<file path="src/nlb_pkg.sv">
// NLB loopback shared definitions for register map, mode codes, widths and state encodings
`default_nettype none

package nlb_pkg;

   // ------------------------------------------------------------
   // Widths
   // ------------------------------------------------------------
   localparam int MMIO_ADDR_W = 16;
   localparam int MMIO_DATA_W = 64;
   localparam int ADDR_LMT    = 20;
   localparam int LINE_W      = 64;
   localparam int CNT_W       = 32;

   // Feature header returned at offset zero
   localparam logic [MMIO_DATA_W-1:0] DFH_VALUE = 64'h1000_0000_0000_1001;

   // ------------------------------------------------------------
   // Register byte addresses
   // ------------------------------------------------------------
   localparam logic [MMIO_ADDR_W-1:0] A_DFH        = 16'h0000;
   localparam logic [MMIO_ADDR_W-1:0] A_SCRATCH    = 16'h0100;
   localparam logic [MMIO_ADDR_W-1:0] A_SRC_ADDR   = 16'h0120;
   localparam logic [MMIO_ADDR_W-1:0] A_DST_ADDR   = 16'h0128;
   localparam logic [MMIO_ADDR_W-1:0] A_NUM_LINES  = 16'h0130;
   localparam logic [MMIO_ADDR_W-1:0] A_CTL        = 16'h0138;
   localparam logic [MMIO_ADDR_W-1:0] A_CFG        = 16'h0140;
   localparam logic [MMIO_ADDR_W-1:0] A_STATUS     = 16'h0160;
   localparam logic [MMIO_ADDR_W-1:0] A_NUM_READS  = 16'h0168;
   localparam logic [MMIO_ADDR_W-1:0] A_NUM_WRITES = 16'h0170;

   // CTL bit positions
   localparam int CTL_TEST_RST_N = 0;
   localparam int CTL_START      = 1;
   localparam int CTL_FORCE_CMP  = 2;

   // Test mode field
   typedef logic [2:0] t_mode;

   localparam t_mode M_LPBK1 = 3'd0;
   localparam t_mode M_READ  = 3'd1;
   localparam t_mode M_WRITE = 3'd2;

   // CFG word seen as a raw register or as decoded fields
   typedef union packed {
      logic [MMIO_DATA_W-1:0] raw;
      struct packed {
         logic [58:0] rsvd_hi;
         t_mode       mode;
         logic [1:0]  rsvd_lo;
      } fields;
   } t_cfg_word;

   // Sequencer state codes
   localparam logic [1:0] SEQ_IDLE  = 2'd0;
   localparam logic [1:0] SEQ_READ  = 2'd1;
   localparam logic [1:0] SEQ_WRITE = 2'd2;
   localparam logic [1:0] SEQ_DONE  = 2'd3;

   // Requestor state codes
   localparam logic [1:0] REQ_IDLE    = 2'd0;
   localparam logic [1:0] REQ_BUSY    = 2'd1;
   localparam logic [1:0] REQ_RELEASE = 2'd2;

endpackage

`default_nettype wire

</file>
<file path="src/nlb_csr.sv">
// NLB host register block with config write lock, registered readback and test control
`timescale 1ns/1ps
`default_nettype none

module nlb_csr (
   input  logic                            Clk_400,
   input  logic                            rst,
   // Host register port
   input  logic                            mmio_wr,
   input  logic                            mmio_rd,
   input  logic [nlb_pkg::MMIO_ADDR_W-1:0] mmio_addr,
   input  logic [nlb_pkg::MMIO_DATA_W-1:0] mmio_wdata,
   output logic [nlb_pkg::MMIO_DATA_W-1:0] mmio_rdata,
   output logic                            mmio_rvalid,
   // Status from the test engine
   input  logic                            running,
   input  logic                            test_done,
   input  logic [nlb_pkg::CNT_W-1:0]       num_reads,
   input  logic [nlb_pkg::CNT_W-1:0]       num_writes,
   // Test control
   output logic                            test_rst,
   output logic                            test_go,
   output logic                            force_cmp,
   output logic [nlb_pkg::ADDR_LMT-1:0]    src_addr,
   output logic [nlb_pkg::ADDR_LMT-1:0]    dst_addr,
   output logic [nlb_pkg::CNT_W-1:0]       num_lines,
   output nlb_pkg::t_mode                  mode
);
   import nlb_pkg::*;

   logic [MMIO_DATA_W-1:0] scratch_q;
   logic [2:0]             ctl_q;
   t_cfg_word              cfg_q;
   logic [MMIO_DATA_W-1:0] rd_word;
   logic                   cfg_wr_ok;

   // Test parameters are frozen while a test runs
   assign cfg_wr_ok = mmio_wr && !running;

   // ------------------------------------------------------------
   // Register writes
   // ------------------------------------------------------------
   always_ff @(posedge Clk_400) begin
      if (rst) begin
         scratch_q <= '0;
         src_addr  <= '0;
         dst_addr  <= '0;
         num_lines <= '0;
         ctl_q     <= '0;
         cfg_q     <= '0;
      end else begin
         // Always writable
         if (mmio_wr && mmio_addr == A_SCRATCH) begin
            scratch_q <= mmio_wdata;
         end
         if (mmio_wr && mmio_addr == A_CTL) begin
            ctl_q <= mmio_wdata[2:0];
         end
         // Locked while running
         if (cfg_wr_ok) begin
            case (mmio_addr)
               A_SRC_ADDR:  src_addr  <= mmio_wdata[ADDR_LMT-1:0];
               A_DST_ADDR:  dst_addr  <= mmio_wdata[ADDR_LMT-1:0];
               A_NUM_LINES: num_lines <= mmio_wdata[CNT_W-1:0];
               A_CFG:       cfg_q.raw <= mmio_wdata;
               default:     ;
            endcase
         end
      end
   end

   // ------------------------------------------------------------
   // Control outputs
   // ------------------------------------------------------------
   // Engine is held in reset until software sets the active low bit
   assign test_rst  = rst || !ctl_q[CTL_TEST_RST_N];
   assign test_go   = ctl_q[CTL_START];
   assign force_cmp = ctl_q[CTL_FORCE_CMP];
   assign mode      = cfg_q.fields.mode;

   // ------------------------------------------------------------
   // Readback
   // ------------------------------------------------------------
   // Unknown addresses read as zero
   always_comb begin
      case (mmio_addr)
         A_DFH:        rd_word = DFH_VALUE;
         A_SCRATCH:    rd_word = scratch_q;
         A_SRC_ADDR:   rd_word = MMIO_DATA_W'(src_addr);
         A_DST_ADDR:   rd_word = MMIO_DATA_W'(dst_addr);
         A_NUM_LINES:  rd_word = MMIO_DATA_W'(num_lines);
         A_CTL:        rd_word = MMIO_DATA_W'(ctl_q);
         A_CFG:        rd_word = cfg_q.raw;
         // Bit 0 done, bit 1 running
         A_STATUS:     rd_word = MMIO_DATA_W'({running, test_done});
         A_NUM_READS:  rd_word = MMIO_DATA_W'(num_reads);
         A_NUM_WRITES: rd_word = MMIO_DATA_W'(num_writes);
         default:      rd_word = '0;
      endcase
   end

   // Fixed one cycle read latency
   always_ff @(posedge Clk_400) begin
      if (rst) begin
         mmio_rvalid <= 1'b0;
      end else begin
         mmio_rvalid <= mmio_rd;
      end
   end

   // Data word only matters when rvalid is high
   always_ff @(posedge Clk_400) begin
      if (mmio_rd) begin
         mmio_rdata <= rd_word;
      end
   end

endmodule

`default_nettype wire

</file>
<file path="src/lpbk_sequencer.sv">
// NLB test mode sequencer that walks the lines and issues read and write operations
`timescale 1ns/1ps
`default_nettype none

module lpbk_sequencer (
   input  logic                         Clk_400,
   input  logic                         test_rst,
   input  logic                         test_go,
   input  logic                         force_cmp,
   input  logic [nlb_pkg::ADDR_LMT-1:0] src_addr,
   input  logic [nlb_pkg::ADDR_LMT-1:0] dst_addr,
   input  logic [nlb_pkg::CNT_W-1:0]    num_lines,
   input  nlb_pkg::t_mode               mode,
   // Operation towards the requestor
   output logic                         op_valid,
   output logic                         op_wr,
   output logic [nlb_pkg::ADDR_LMT-1:0] op_addr,
   output logic [nlb_pkg::LINE_W-1:0]   op_wdata,
   input  logic                         op_done,
   input  logic [nlb_pkg::LINE_W-1:0]   op_rdata,
   // Status
   output logic                         running,
   output logic                         test_done
);
   import nlb_pkg::*;

   logic [1:0]          state;
   logic [CNT_W-1:0]    idx;
   logic [CNT_W-1:0]    idx_next;
   logic [LINE_W-1:0]   rd_line;
   logic [ADDR_LMT-1:0] line_off;
   logic                mode_ok;
   logic                finish;

   // Only LPBK1, READ and WRITE are implemented
   assign mode_ok  = (mode == M_LPBK1) || (mode == M_READ) || (mode == M_WRITE);
   assign idx_next = idx + 1'b1;
   assign line_off = idx[ADDR_LMT-1:0];

   // Stop after the last line or on a forced completion
   assign finish = (idx_next == num_lines) || force_cmp;

   // ------------------------------------------------------------
   // Line walker FSM
   // ------------------------------------------------------------
   always_ff @(posedge Clk_400) begin
      if (test_rst) begin
         state <= SEQ_IDLE;
         idx   <= '0;
      end else begin
         case (state)
            SEQ_IDLE: begin
               if (test_go) begin
                  idx <= '0;
                  // Nothing to do for bad modes or zero lines
                  if (!mode_ok || num_lines == '0) begin
                     state <= SEQ_DONE;
                  end else if (mode == M_WRITE) begin
                     state <= SEQ_WRITE;
                  end else begin
                     state <= SEQ_READ;
                  end
               end
            end
            SEQ_READ: begin
               if (op_done) begin
                  // LPBK1 always writes back the line it just read
                  if (mode == M_LPBK1) begin
                     state <= SEQ_WRITE;
                  end else if (finish) begin
                     state <= SEQ_DONE;
                  end else begin
                     idx <= idx_next;
                  end
               end
            end
            SEQ_WRITE: begin
               if (op_done) begin
                  if (finish) begin
                     state <= SEQ_DONE;
                  end else begin
                     idx <= idx_next;
                     if (mode == M_LPBK1) begin
                        state <= SEQ_READ;
                     end
                  end
               end
            end
            // Done holds until the next test reset
            default: state <= state;
         endcase
      end
   end

   // Latest read line kept for the LPBK1 write
   always_ff @(posedge Clk_400) begin
      if (state == SEQ_READ && op_done) begin
         rd_line <= op_rdata;
      end
   end

   // ------------------------------------------------------------
   // Operation and status outputs
   // ------------------------------------------------------------
   assign op_valid = (state == SEQ_READ) || (state == SEQ_WRITE);
   assign op_wr    = (state == SEQ_WRITE);
   assign op_addr  = op_wr ? dst_addr + line_off : src_addr + line_off;

   // WRITE mode writes the line index as its pattern
   assign op_wdata = (mode == M_WRITE) ? LINE_W'(idx) : rd_line;

   assign running   = op_valid;
   assign test_done = (state == SEQ_DONE);

endmodule

`default_nettype wire

</file>
<file path="src/mem_requestor.sv">
// NLB memory requestor as a four-phase req/ack master with read and write counters
`timescale 1ns/1ps
`default_nettype none

module mem_requestor (
   input  logic                         Clk_400,
   input  logic                         test_rst,
   // Operation from the sequencer
   input  logic                         op_valid,
   input  logic                         op_wr,
   input  logic [nlb_pkg::ADDR_LMT-1:0] op_addr,
   input  logic [nlb_pkg::LINE_W-1:0]   op_wdata,
   output logic                         op_done,
   output logic [nlb_pkg::LINE_W-1:0]   op_rdata,
   // Memory port
   output logic                         mem_req,
   output logic                         mem_wr,
   output logic [nlb_pkg::ADDR_LMT-1:0] mem_addr,
   output logic [nlb_pkg::LINE_W-1:0]   mem_wdata,
   input  logic                         mem_ack,
   input  logic [nlb_pkg::LINE_W-1:0]   mem_rdata,
   // Activity counters
   output logic [nlb_pkg::CNT_W-1:0]    num_reads,
   output logic [nlb_pkg::CNT_W-1:0]    num_writes
);
   import nlb_pkg::*;

   logic [1:0] state;
   logic       launch;
   logic       ack_seen;

   // New request only once the previous ack has dropped
   assign launch   = (state == REQ_IDLE) && op_valid && !mem_ack;
   assign ack_seen = (state == REQ_BUSY) && mem_ack;

   // ------------------------------------------------------------
   // Handshake FSM
   // ------------------------------------------------------------
   always_ff @(posedge Clk_400) begin
      if (test_rst) begin
         state      <= REQ_IDLE;
         op_done    <= 1'b0;
         num_reads  <= '0;
         num_writes <= '0;
      end else begin
         op_done <= 1'b0;
         case (state)
            REQ_IDLE: begin
               if (launch) begin
                  state <= REQ_BUSY;
               end
            end
            REQ_BUSY: begin
               if (mem_ack) begin
                  // Drop req next cycle and report completion
                  state   <= REQ_RELEASE;
                  op_done <= 1'b1;
                  if (mem_wr) begin
                     num_writes <= num_writes + 1'b1;
                  end else begin
                     num_reads <= num_reads + 1'b1;
                  end
               end
            end
            REQ_RELEASE: begin
               // Wait for the memory to lower ack
               if (!mem_ack) begin
                  state <= REQ_IDLE;
               end
            end
            default: state <= REQ_IDLE;
         endcase
      end
   end

   // Request fields frozen for the whole req phase
   always_ff @(posedge Clk_400) begin
      if (launch) begin
         mem_wr    <= op_wr;
         mem_addr  <= op_addr;
         mem_wdata <= op_wdata;
      end
      if (ack_seen && !mem_wr) begin
         op_rdata <= mem_rdata;
      end
   end

   assign mem_req = (state == REQ_BUSY);

endmodule

`default_nettype wire

</file>
<file path="src/nlb_lpbk.sv">
// NLB loopback top level joining the register block, test sequencer and memory requestor
`timescale 1ns/1ps
`default_nettype none

module nlb_lpbk (
   input  logic                            Clk_400,
   input  logic                            rst,
   // Host register port
   input  logic                            mmio_wr,
   input  logic                            mmio_rd,
   input  logic [nlb_pkg::MMIO_ADDR_W-1:0] mmio_addr,
   input  logic [nlb_pkg::MMIO_DATA_W-1:0] mmio_wdata,
   output logic [nlb_pkg::MMIO_DATA_W-1:0] mmio_rdata,
   output logic                            mmio_rvalid,
   // Memory port
   output logic                            mem_req,
   output logic                            mem_wr,
   output logic [nlb_pkg::ADDR_LMT-1:0]    mem_addr,
   output logic [nlb_pkg::LINE_W-1:0]      mem_wdata,
   input  logic                            mem_ack,
   input  logic [nlb_pkg::LINE_W-1:0]      mem_rdata,
   output logic                            test_done
);
   import nlb_pkg::*;

   // ------------------------------------------------------------
   // Register block to engine
   // ------------------------------------------------------------
   logic                test_rst;
   logic                test_go;
   logic                force_cmp;
   logic [ADDR_LMT-1:0] src_addr;
   logic [ADDR_LMT-1:0] dst_addr;
   logic [CNT_W-1:0]    num_lines;
   t_mode               mode;

   // Engine status back to registers
   logic                running;
   logic [CNT_W-1:0]    num_reads;
   logic [CNT_W-1:0]    num_writes;

   // Sequencer to requestor
   logic                op_valid;
   logic                op_wr;
   logic [ADDR_LMT-1:0] op_addr;
   logic [LINE_W-1:0]   op_wdata;
   logic                op_done;
   logic [LINE_W-1:0]   op_rdata;

   nlb_csr i_nlb_csr (
      .Clk_400     (Clk_400),
      .rst         (rst),
      .mmio_wr     (mmio_wr),
      .mmio_rd     (mmio_rd),
      .mmio_addr   (mmio_addr),
      .mmio_wdata  (mmio_wdata),
      .mmio_rdata  (mmio_rdata),
      .mmio_rvalid (mmio_rvalid),
      .running     (running),
      .test_done   (test_done),
      .num_reads   (num_reads),
      .num_writes  (num_writes),
      .test_rst    (test_rst),
      .test_go     (test_go),
      .force_cmp   (force_cmp),
      .src_addr    (src_addr),
      .dst_addr    (dst_addr),
      .num_lines   (num_lines),
      .mode        (mode)
   );

   // Plays the arbiter and test mode role
   lpbk_sequencer i_lpbk_sequencer (
      .Clk_400   (Clk_400),
      .test_rst  (test_rst),
      .test_go   (test_go),
      .force_cmp (force_cmp),
      .src_addr  (src_addr),
      .dst_addr  (dst_addr),
      .num_lines (num_lines),
      .mode      (mode),
      .op_valid  (op_valid),
      .op_wr     (op_wr),
      .op_addr   (op_addr),
      .op_wdata  (op_wdata),
      .op_done   (op_done),
      .op_rdata  (op_rdata),
      .running   (running),
      .test_done (test_done)
   );

   mem_requestor i_mem_requestor (
      .Clk_400    (Clk_400),
      .test_rst   (test_rst),
      .op_valid   (op_valid),
      .op_wr      (op_wr),
      .op_addr    (op_addr),
      .op_wdata   (op_wdata),
      .op_done    (op_done),
      .op_rdata   (op_rdata),
      .mem_req    (mem_req),
      .mem_wr     (mem_wr),
      .mem_addr   (mem_addr),
      .mem_wdata  (mem_wdata),
      .mem_ack    (mem_ack),
      .mem_rdata  (mem_rdata),
      .num_reads  (num_reads),
      .num_writes (num_writes)
   );

endmodule

`default_nettype wire

</file>
<file path="config.mk">
export PLATFORM = sky130hd
export DESIGN_NAME = nlb_lpbk
export DESIGN_NICKNAME = d
export VERILOG_FILES = /design/src/nlb_pkg.sv /design/src/nlb_csr.sv /design/src/lpbk_sequencer.sv /design/src/mem_requestor.sv /design/src/nlb_lpbk.sv
export SDC_FILE = /design/constraint.sdc
export NUM_CORES = 1
export LEC_CHECK = 0
export BUFFER_PORTS_ARGS = -buffer_cell sky130_fd_sc_hd__buf_4
export CELL_PAD_IN_SITES_DETAIL_PLACEMENT = 1
export CELL_PAD_IN_SITES_GLOBAL_PLACEMENT = 1
export CORE_MARGIN = 5
export CORE_UTILIZATION = 45
export CTS_CLUSTER_DIAMETER = 100
export DETAILED_ROUTE_END_ITERATION = 10
export HOLD_SLACK_MARGIN = 0.1
export PLACE_DENSITY = 0.78
export SYNTH_ARGS = -nofsm -noshare
export SYNTH_HDL_FRONTEND = slang
export SYNTH_SLANG_ARGS = --single-unit
</file>
<file path="constraint.sdc">
create_clock -name Clk_400 -period 15.2 [get_ports Clk_400]
set_input_delay 1.52 -clock Clk_400 [delete_from_list [all_inputs] [get_ports Clk_400]]
set_output_delay 1.52 -clock Clk_400 [all_outputs]
set_load 0.02 [all_outputs]
</file>
==> flow_summary_export.csv, run 1 <==
group,metric,value,unit
run,maxCapViolCount,0,
die,dieArea,0.0587,mm²
clock_network,clock_latency,0.63,ns
yosys,async_flop_share,0,%
setup_path,cp_num_cells,14,
route,dr.pass1.iters,7,
die,initial_core_util,45.2,%
yosys,synth_ff_type,"dfxtp_1",
run_status,run_status,"finished, final reports clean",
worst_hold_path,hold_depth,0,
setup_path,critPathKind,"reg2reg",
timing,worst_slack,10.49,ns
clock_network,clkSinkCount,582,
yosys,synth_compound_area_share,13.3,%
clock_network,cts.repair.resized,0,
timing,final_hold_viol_count,0,
route,wl_per_cell,22.7,µm
clock_network,ctsLongestPathBuffers,3,
yosys,synthSimpleGateAreaFrac,16.3,%
pwr,vdd_drop_max,0.103,mV
pwr,power_density,109,mW/mm²
timing,worstMarginPinSlew,1.24,ns
finish,syn_to_final_growth,19.2,%
yosys,yosys.area_share.xor_xnor,3.89,%
place,dp_hpwl,51.2,mm
place,pre_cts_slack,10.16,ns
setup_path,start_kind,"register",
timing,fin_crit_sh,31.0,%
setup_path,crit_fanout,23,
setup_path,required,15.58,ns
yosys,syn_area,0.0243,mm²
timing,rsz0062_at_grt,"no",
yosys,synth.distinct_cells,83,
setup_path,crit_end,"i_mem_requestor.mem_addr[18]",
setup_path,critical-path-max-stage-delay,0.93,ns
die,die_h,242,µm
setup_path,critPathArrivalTime,5.09,ns
global_routing,grt_pass1_wl,116,mm
clock_network,clk_root_buffer_cell,"clkbuf_16",
setup_path,cp_num_buf_inv,1,
yosys,ys_ff_latch,582,
yosys,muxShareOfSynthArea,2.86,%
die,die_x,242,µm
yosys,ys_seq_area_share,59.4,%
setup_path,r2r-end,"i_mem_requestor.mem_addr[18]",
yosys,synth_top_area_cell,"edfxtp_1",
route,drt_iter0_markers,1151,
yosys,syn_nets,2488,
route,ant_nets,0,
clock_network,path_clk_slew,0.06,ns
global_routing,grt_overflow_total,0,
yosys,netlist_instances,2312,
die,ioPinCount,301,
yosys,synthAdderAreaFrac,1.46,%
timing,slew_headroom,17.4,%
timing,fmax,212,MHz
setup_path,cp_slowest_cell,"ha_1",
timing,drv_slew,0,
setup_path,crit_top_cell,"a21oi_1",
setup_path,rr_startpoint,"i_lpbk_sequencer.state[0]",
pwr,leakage,10.2,nW
route,vias,18900,
timing,clock_skew,0.0184,ns
setup_path,critPathTopFamily,"compound AO/OA/AOI/OAI gates",
die,rows,85,
clock_network,cts_tree,"done",
timing,fin_setup_tns,0,ns
yosys,synth-edff-count,277,
clock_network,htreeDepth,2,
route,drc,0,
timing,setup_viol_count_final,0,
global_routing,antenna_found_initial,3,
setup_path,r2r_setup_slack,10.49,ns
yosys,syn_area_per_cell,10.5,µm²
yosys,synth_top_family_by_area,"simple AND/OR/NAND/NOR gates",
finish,drive_above_1_share,19.2,%
route,drt_wl_total,74.9,mm
timing,min_period,4.71,ns
route,viasPerCell,5.73,
global_routing,grt_max_degree,83,
global_routing,grt_use_total,24.7,%
place,gp_congestion,0.848,
setup_path,crit_chain,"inv_1, ha_1, mux2_2, ha_1, fa_1, a21o_1, a21oi_1, o21bai_1, a21oi_1, o211ai_1, a31oi_1, a21oi_1, o41a_1, xor2_1",
global_routing,grt_pass1_vias,19900,
setup_path,setup.worst_path.start,"i_lpbk_sequencer.state[0]",
finish,n_fill_cell,5819,
clock_network,numCtsBuffers,61,
clock_network,cts-hold-fix-buffers,0,
yosys,ys_warn_count,0,
finish,nets,2727,
yosys,netlist_top_cells_area,"edfxtp_1 34%, dfxtp_1 25%, nand2_1 7.5%, a21oi_1 5.1%, mux2_2 2.4%",
setup_path,end_kind,"register",
die,core_area,0.0537,mm²
yosys,yosysTopAreaCellShare,34.2,%
worst_hold_path,worst_hold_path_type,"reg2reg",
setup_path,reg2reg_depth,14,
place,portBuffers,300,
clock_network,postCtsSetupRepairBufs,0,
==> synth_stat cells, drive strengths merged (46+ instances only) <==
cell    instances
nand2         486
mux2           52
xnor2          50
edfxtp        277
clkbuf        118
xor2           57
dfxtp         305
nand3          63
a21oi         248
a22oi          53
nor2b          46
nor2          103
==> where the power goes <==
part	internal, W	leakage [nW]	switching [W]
clock network	0.000827	0.931	0.000621
registers	0.00164	5.08	0.00000224
logic	0.0000336	4.14	0.0000418
total	0.00250	10.2	0.000665
==> cells by family (layout without fill, tap and decap cells) <==
logic type,Yosys count,in the layout
adder cells (fa/ha/maj),28,28
XOR/XNOR,107,107
AND/OR/NAND/NOR,865,865
buffers and inverters,171,460
multiplexers,63,63
flip-flops,582,582
AO/OA/AOI/OAI,496,496
other,0,1
==> metal layers <==
metal  part of all wire, %  GRT usage, %  wire (µm)
met1                    42          32.4      31400
met2                    49          42.3      37100
met3                   6.0          4.36       4480
met4                   2.6          6.81       1950
met5                 0.041             0         31
==> placed cells by master (no fill, tap or decap), types with 13 or more instances in the layout <==
master       n
nand2_1    484
buf_4      321
dfxtp_1    305
edfxtp_1   277
a21oi_1    247
nor2_1     102
nand3_1     62
clkbuf_16   62
xor2_1      57
a22oi_1     53
mux2_2      52
xnor2_1     49
nor2b_1     45
o21ai_0     38
a22o_1      33
a222oi_1    31
and3_1      27
ha_1        26
inv_1       25
clkbuf_1    22
nor3_1      21
nor4_1      20
nand4_1     20
a31oi_1     19
nand2b_1    13
or3_1       13
==> sequential cells by signal, indices dropped and copies added (netlist names) <==
| register | cells |
|---|---|
| i_mem_requestor.mem_wdata | 64 |
| i_nlb_csr.ctl_q | 3 |
| i_mem_requestor.mem_wr | 1 |
| i_nlb_csr.mmio_rdata | 64 |
| i_mem_requestor.state | 2 |
| i_mem_requestor.op_rdata | 64 |
| i_lpbk_sequencer.rd_line | 64 |
| i_nlb_csr.cfg_q | 64 |
| i_mem_requestor.mem_addr | 20 |
| i_lpbk_sequencer.idx | 32 |
| i_nlb_csr.num_lines | 32 |
| i_nlb_csr.scratch_q | 64 |
| i_mem_requestor.op_done | 1 |
| i_nlb_csr.mmio_rvalid | 1 |
| i_nlb_csr.src_addr | 20 |
| i_mem_requestor.num_writes | 32 |
| i_mem_requestor.num_reads | 32 |
| i_nlb_csr.dst_addr | 20 |
| i_lpbk_sequencer.state | 2 |
==> worst register-to-register path, cell delays in order, from the launching register on <==
cell	delay, ns
dfxtp_1	0.34
inv_1	0.10
ha_1	0.93
mux2_2	0.44
ha_1	0.21
fa_1	0.41
a21o_1	0.17
a21oi_1	0.23
o21bai_1	0.12
a21oi_1	0.29
o211ai_1	0.23
a31oi_1	0.33
a21oi_1	0.17
o41a_1	0.34
xor2_1	0.15
==> per-stage QoR <==
step / total power (W) / instances / utilization, % / hold WS (ns) / instance area (µm²)
global route: 0.00327 / 3298 / 53.9 / 0.424 / 29000
finish: 0.00316 / 3298 / 53.9 / 0.416 / 29000
global placement: 0.00175 / 3184 / 50.4 / 0.400 / 27100
floorplan: 0.00169 / 2312 / - / 0.400 / 24300
detailed placement: 0.00175 / 3184 / 50.4 / 0.406 / 27100
CTS: 0.00320 / 3297 / 53.9 / 0.420 / 29000
==> worst min path at each step <==
stage                                        end                         start  slack, ns
floorplan            i_lpbk_sequencer.rd_line[0]   i_mem_requestor.op_rdata[0]       0.40
global placement    i_lpbk_sequencer.rd_line[52]  i_mem_requestor.op_rdata[52]       0.40
detailed placement  i_lpbk_sequencer.rd_line[51]  i_mem_requestor.op_rdata[51]       0.41
CTS                 i_lpbk_sequencer.rd_line[61]  i_mem_requestor.op_rdata[61]       0.42
global route        i_lpbk_sequencer.rd_line[54]  i_mem_requestor.op_rdata[54]       0.42
finish              i_lpbk_sequencer.rd_line[19]  i_mem_requestor.op_rdata[19]       0.42
==> cell type report <==
type	count	area (µm²)	area share, %
clock inverters	27	251	0.868
repair buffers	322	2420	8.36
flip-flops and latches	582	14400	49.8
well taps	696	871	3.01
clock buffers	86	1660	5.74
multi-input cells	1559	9250	31.9
diodes	1	2.50	0.00864
inverters	25	93.8	0.324
Power figures use the tool's default switching activity.
==> run 2: changes to the inputs <==
--- a/config.mk
+++ b/config.mk
@@ -5,11 +5,12 @@
 export SDC_FILE = /design/constraint.sdc
 export NUM_CORES = 1
 export LEC_CHECK = 0
+export ABC_AREA = 1
 export BUFFER_PORTS_ARGS = -buffer_cell sky130_fd_sc_hd__buf_4
 export CELL_PAD_IN_SITES_DETAIL_PLACEMENT = 1
 export CELL_PAD_IN_SITES_GLOBAL_PLACEMENT = 1
 export CORE_MARGIN = 5
-export CORE_UTILIZATION = 45
+export CORE_UTILIZATION = 44
 export CTS_CLUSTER_DIAMETER = 100
 export DETAILED_ROUTE_END_ITERATION = 10
 export HOLD_SLACK_MARGIN = 0.1
==> constraint.sdc (replaced) <==
create_clock -name Clk_400 -period 4.7 [get_ports Clk_400]
set_input_delay 0.47 -clock Clk_400 [delete_from_list [all_inputs] [get_ports Clk_400]]
set_output_delay 0.47 -clock Clk_400 [all_outputs]
set_load 0.02 [all_outputs]
==> run 2 against run 1 <==
Against the previous run:
- setup slack got worse by 9.8 ns
- utilization increased by 0.81 points
- die area increased by 5.6%
- register-to-register slack got worse by 9.8 ns
- largest cell class unchanged
- clock skew decreased by 0.0021 ns
==> flow_summary_export.csv, run 2 <==
group,metric,value,unit
yosys,synth.distinct_cells,48,
clock_network,numCtsBuffers,66,
clock_network,postCtsSetupRepairBufs,0,
clock_network,cts_tree,"done",
setup_path,end_kind,"register",
route,vias,21700,
die,initial_core_util,44.5,%
route,drt_wl_total,88.4,mm
clock_network,htreeDepth,3,
timing,worst_slack,0.713,ns
timing,clock_skew,0.0162,ns
yosys,synth_ff_type,"dfxtp_1",
setup_path,crit_top_cell,"o21ai_0",
worst_hold_path,worstHoldStart,"mmio_wdata[11]",
setup_path,critPathKind,"reg2reg",
route,drc,0,
global_routing,top_usage_layer,"met2",
setup_path,critical-path-max-stage-delay,0.90,ns
setup_path,r2r-end,"i_mem_requestor.mem_addr[15]",
timing,final_hold_viol_count,0,
timing,rsz0062_at_grt,"no",
route,dr.pass1.iters,5,
yosys,yosys.area_share.xor_xnor,1.70,%
yosys,synth_common_cells,"456 x nand2_1, 409 x nor2_1, 382 x inv_1",
setup_path,reg2reg_depth,13,
yosys,synth_compound_area_share,14.0,%
die,core_area,0.0565,mm²
setup_path,r2r_setup_slack,0.71,ns
finish,drive_above_1_share,14.6,%
global_routing,grt_max_degree,99,
route,viasPerCell,5.46,
worst_hold_path,worstHoldEndpoint,"i_nlb_csr.num_lines[11]",
global_routing,grt_use_total,27.6,%
timing,setup_viol_count_final,0,
place,gp_congestion,0.980,
yosys,syn_nets,2986,
place,dp_hpwl,62.8,mm
yosys,synthAdderAreaFrac,1.37,%
place,pre_cts_slack,0.776,ns
yosys,synth-edff-count,277,
route,ant_nets,0,
pwr,finalPower,0.0107,W
finish,nets,3333,
timing,drv_slew,0,
die,die_h,249,µm
route,wl_per_cell,22.3,µm
yosys,syn_area,0.0251,mm²
yosys,ys_seq_area_share,57.4,%
worst_hold_path,hold_depth,3,
setup_path,rr_startpoint,"i_lpbk_sequencer.state[0]",
setup_path,crit_fanout,29,
clock_network,ctsLongestPathBuffers,3,
setup_path,cp_slowest_cell,"ha_1",
global_routing,met1_usage,35.5,%
clock_network,cts.repair.resized,0,
global_routing,antenna_found_initial,2,
timing,fin_crit_sh,84.8,%
die,die_x,249,µm
global_routing,met2_usage,46.4,%
global_routing,grt_pass1_wl,135,mm
yosys,muxShareOfSynthArea,0,%
yosys,netlist_top_cells_area,"edfxtp_1 33%, dfxtp_1 24%, nand2_1 6.8%, nor2_1 6.1%, inv_1 5.7%",
clock_network,clkSinkCount,582,
yosys,async_flop_share,0,%
finish,final_common_cell,"nand2_1",
yosys,yosysTopAreaCellShare,33.1,%
yosys,ys_ff_latch,582,
place,portBuffers,300,
timing,fmax,251,MHz
pwr,leakage,11.9,nW
die,rows,87,
global_routing,grt_pass1_vias,22600,
yosys,ys_warn_count,0,
die,ioPinCount,301,
finish,n_fill_cell,6457,
finish,final_cell_mix,"455 x nand2_1, 408 x nor2_1, 379 x inv_1",
pwr,power_density,347,mW/mm²
clock_network,clk_root_buffer_cell,"clkbuf_16",
setup_path,cp_num_buf_inv,1,
run,maxCapViolCount,0,
worst_hold_path,worst_hold_path_type,"in2reg",
setup_path,required,5.05,ns
clock_network,cts-hold-fix-buffers,64,
finish,fin_util,54.8,%
yosys,yosysMostFrequentCell,"nand2_1",
setup_path,start_kind,"register",
timing,worstMarginPinSlew,1.13,ns
setup_path,cp_num_cells,13,
pwr,vdd_drop_max,0.287,mV
yosys,synth_top_family_by_area,"simple AND/OR/NAND/NOR gates",
clock_network,clock_latency,0.61,ns
timing,fin_setup_tns,0,ns
global_routing,gr-usage-met3,5.25,%
timing,min_period,3.99,ns
setup_path,crit_chain,"inv_1, ha_1, o21ai_0, ha_1, a21oi_1, o21ai_0, nand2_1, o211ai_1, a21oi_1, o21ai_0, a21boi_0, o21ai_0, xor2_1",
run_status,run_status,"finished, final reports clean",
finish,syn_to_final_growth,23.0,%
yosys,synth_top_area_cell,"edfxtp_1",
global_routing,grt_overflow_total,0,
setup_path,critPathTopFamily,"compound AO/OA/AOI/OAI gates",
die,dieArea,0.0620,mm²
timing,slew_headroom,24.8,%
yosys,synthSimpleGateAreaFrac,17.7,%
yosys,netlist_instances,2810,
yosys,syn_area_per_cell,8.95,µm²
setup_path,critPathArrivalTime,4.33,ns
route,drt_iter0_markers,1576,
clock_network,path_clk_slew,0.06,ns
## run 2: final cells by class
class	count	area (µm²)	share of cell area [%]
antenna	2	5.00	0.0162
timing repair buffer	393	3140	10.1
clock buffer	85	1800	5.83
clock inverter	36	367	1.19
inverter	392	1470	4.76
sequential	582	14400	46.6
multi-input combinational	1722	8780	28.4
tap	756	946	3.06
## run 2: cells by family (layout without fill, tap and decap cells)
logic type / after synthesis / count (layout)
buf+inv: 506 / 906
flops: 582 / 582
other cells: 0 / 2
compound gates: 581 / 581
simple gates: 1070 / 1070
fa+ha+maj: 27 / 27
xor+xnor: 44 / 44
## run 2: how the worst max path moves through the flow
| stage | from | endpoint | slack, ns |
|---|---|---|---|
| floorplan | i_lpbk_sequencer.state[0] | i_mem_requestor.mem_addr[0] | 0.50 |
| global placement | i_lpbk_sequencer.state[0] | i_mem_requestor.mem_addr[15] | 0.96 |
| detailed placement | i_lpbk_sequencer.state[0] | i_mem_requestor.mem_addr[15] | 0.78 |
| CTS | i_lpbk_sequencer.state[0] | i_mem_requestor.mem_addr[15] | 0.78 |
| global route | i_lpbk_sequencer.state[0] | i_mem_requestor.mem_addr[15] | 0.33 |
| finish | i_lpbk_sequencer.state[0] | i_mem_requestor.mem_addr[15] | 0.71 |
## run 2: stage by stage
stage | cells | hold WS [ns] | cell area [µm²]
after CTS | 3966 | 0.117 | 30900
after floorplan | 2810 | 0.400 | 25200
final | 3968 | 0.154 | 30900
after global routing | 3968 | 0.153 | 30900
after detailed placement | 3781 | 0.405 | 28100
after global placement | 3781 | 0.401 | 28100
## run 2: worst reg2reg max path: cells and delay by family, from the launching register on
kind	cells	cell delay, ns
xor gates and xnor gates	1	0.16
adders and majority gates	2	1.34
and+or+nand+nor	1	0.08
buffers and inverters	1	0.09
DFF	1	0.34
AOI/OAI and AO/OA	8	1.72
## run 2: where the power goes
part           internal (W)  switching (W)  leakage [nW]
Clock               0.00297        0.00218          1.06
Combinational      0.000142       0.000148          5.84
Sequential          0.00530     0.00000733          5.03
Total               0.00841        0.00234          11.9
## run 2: layer usage
metal,vias to the layer above,share of wire [%]
met3,163,6.1
met4,0,3.8
met1,10700,42
met5,-,0
met2,636,48
li1,10200,-
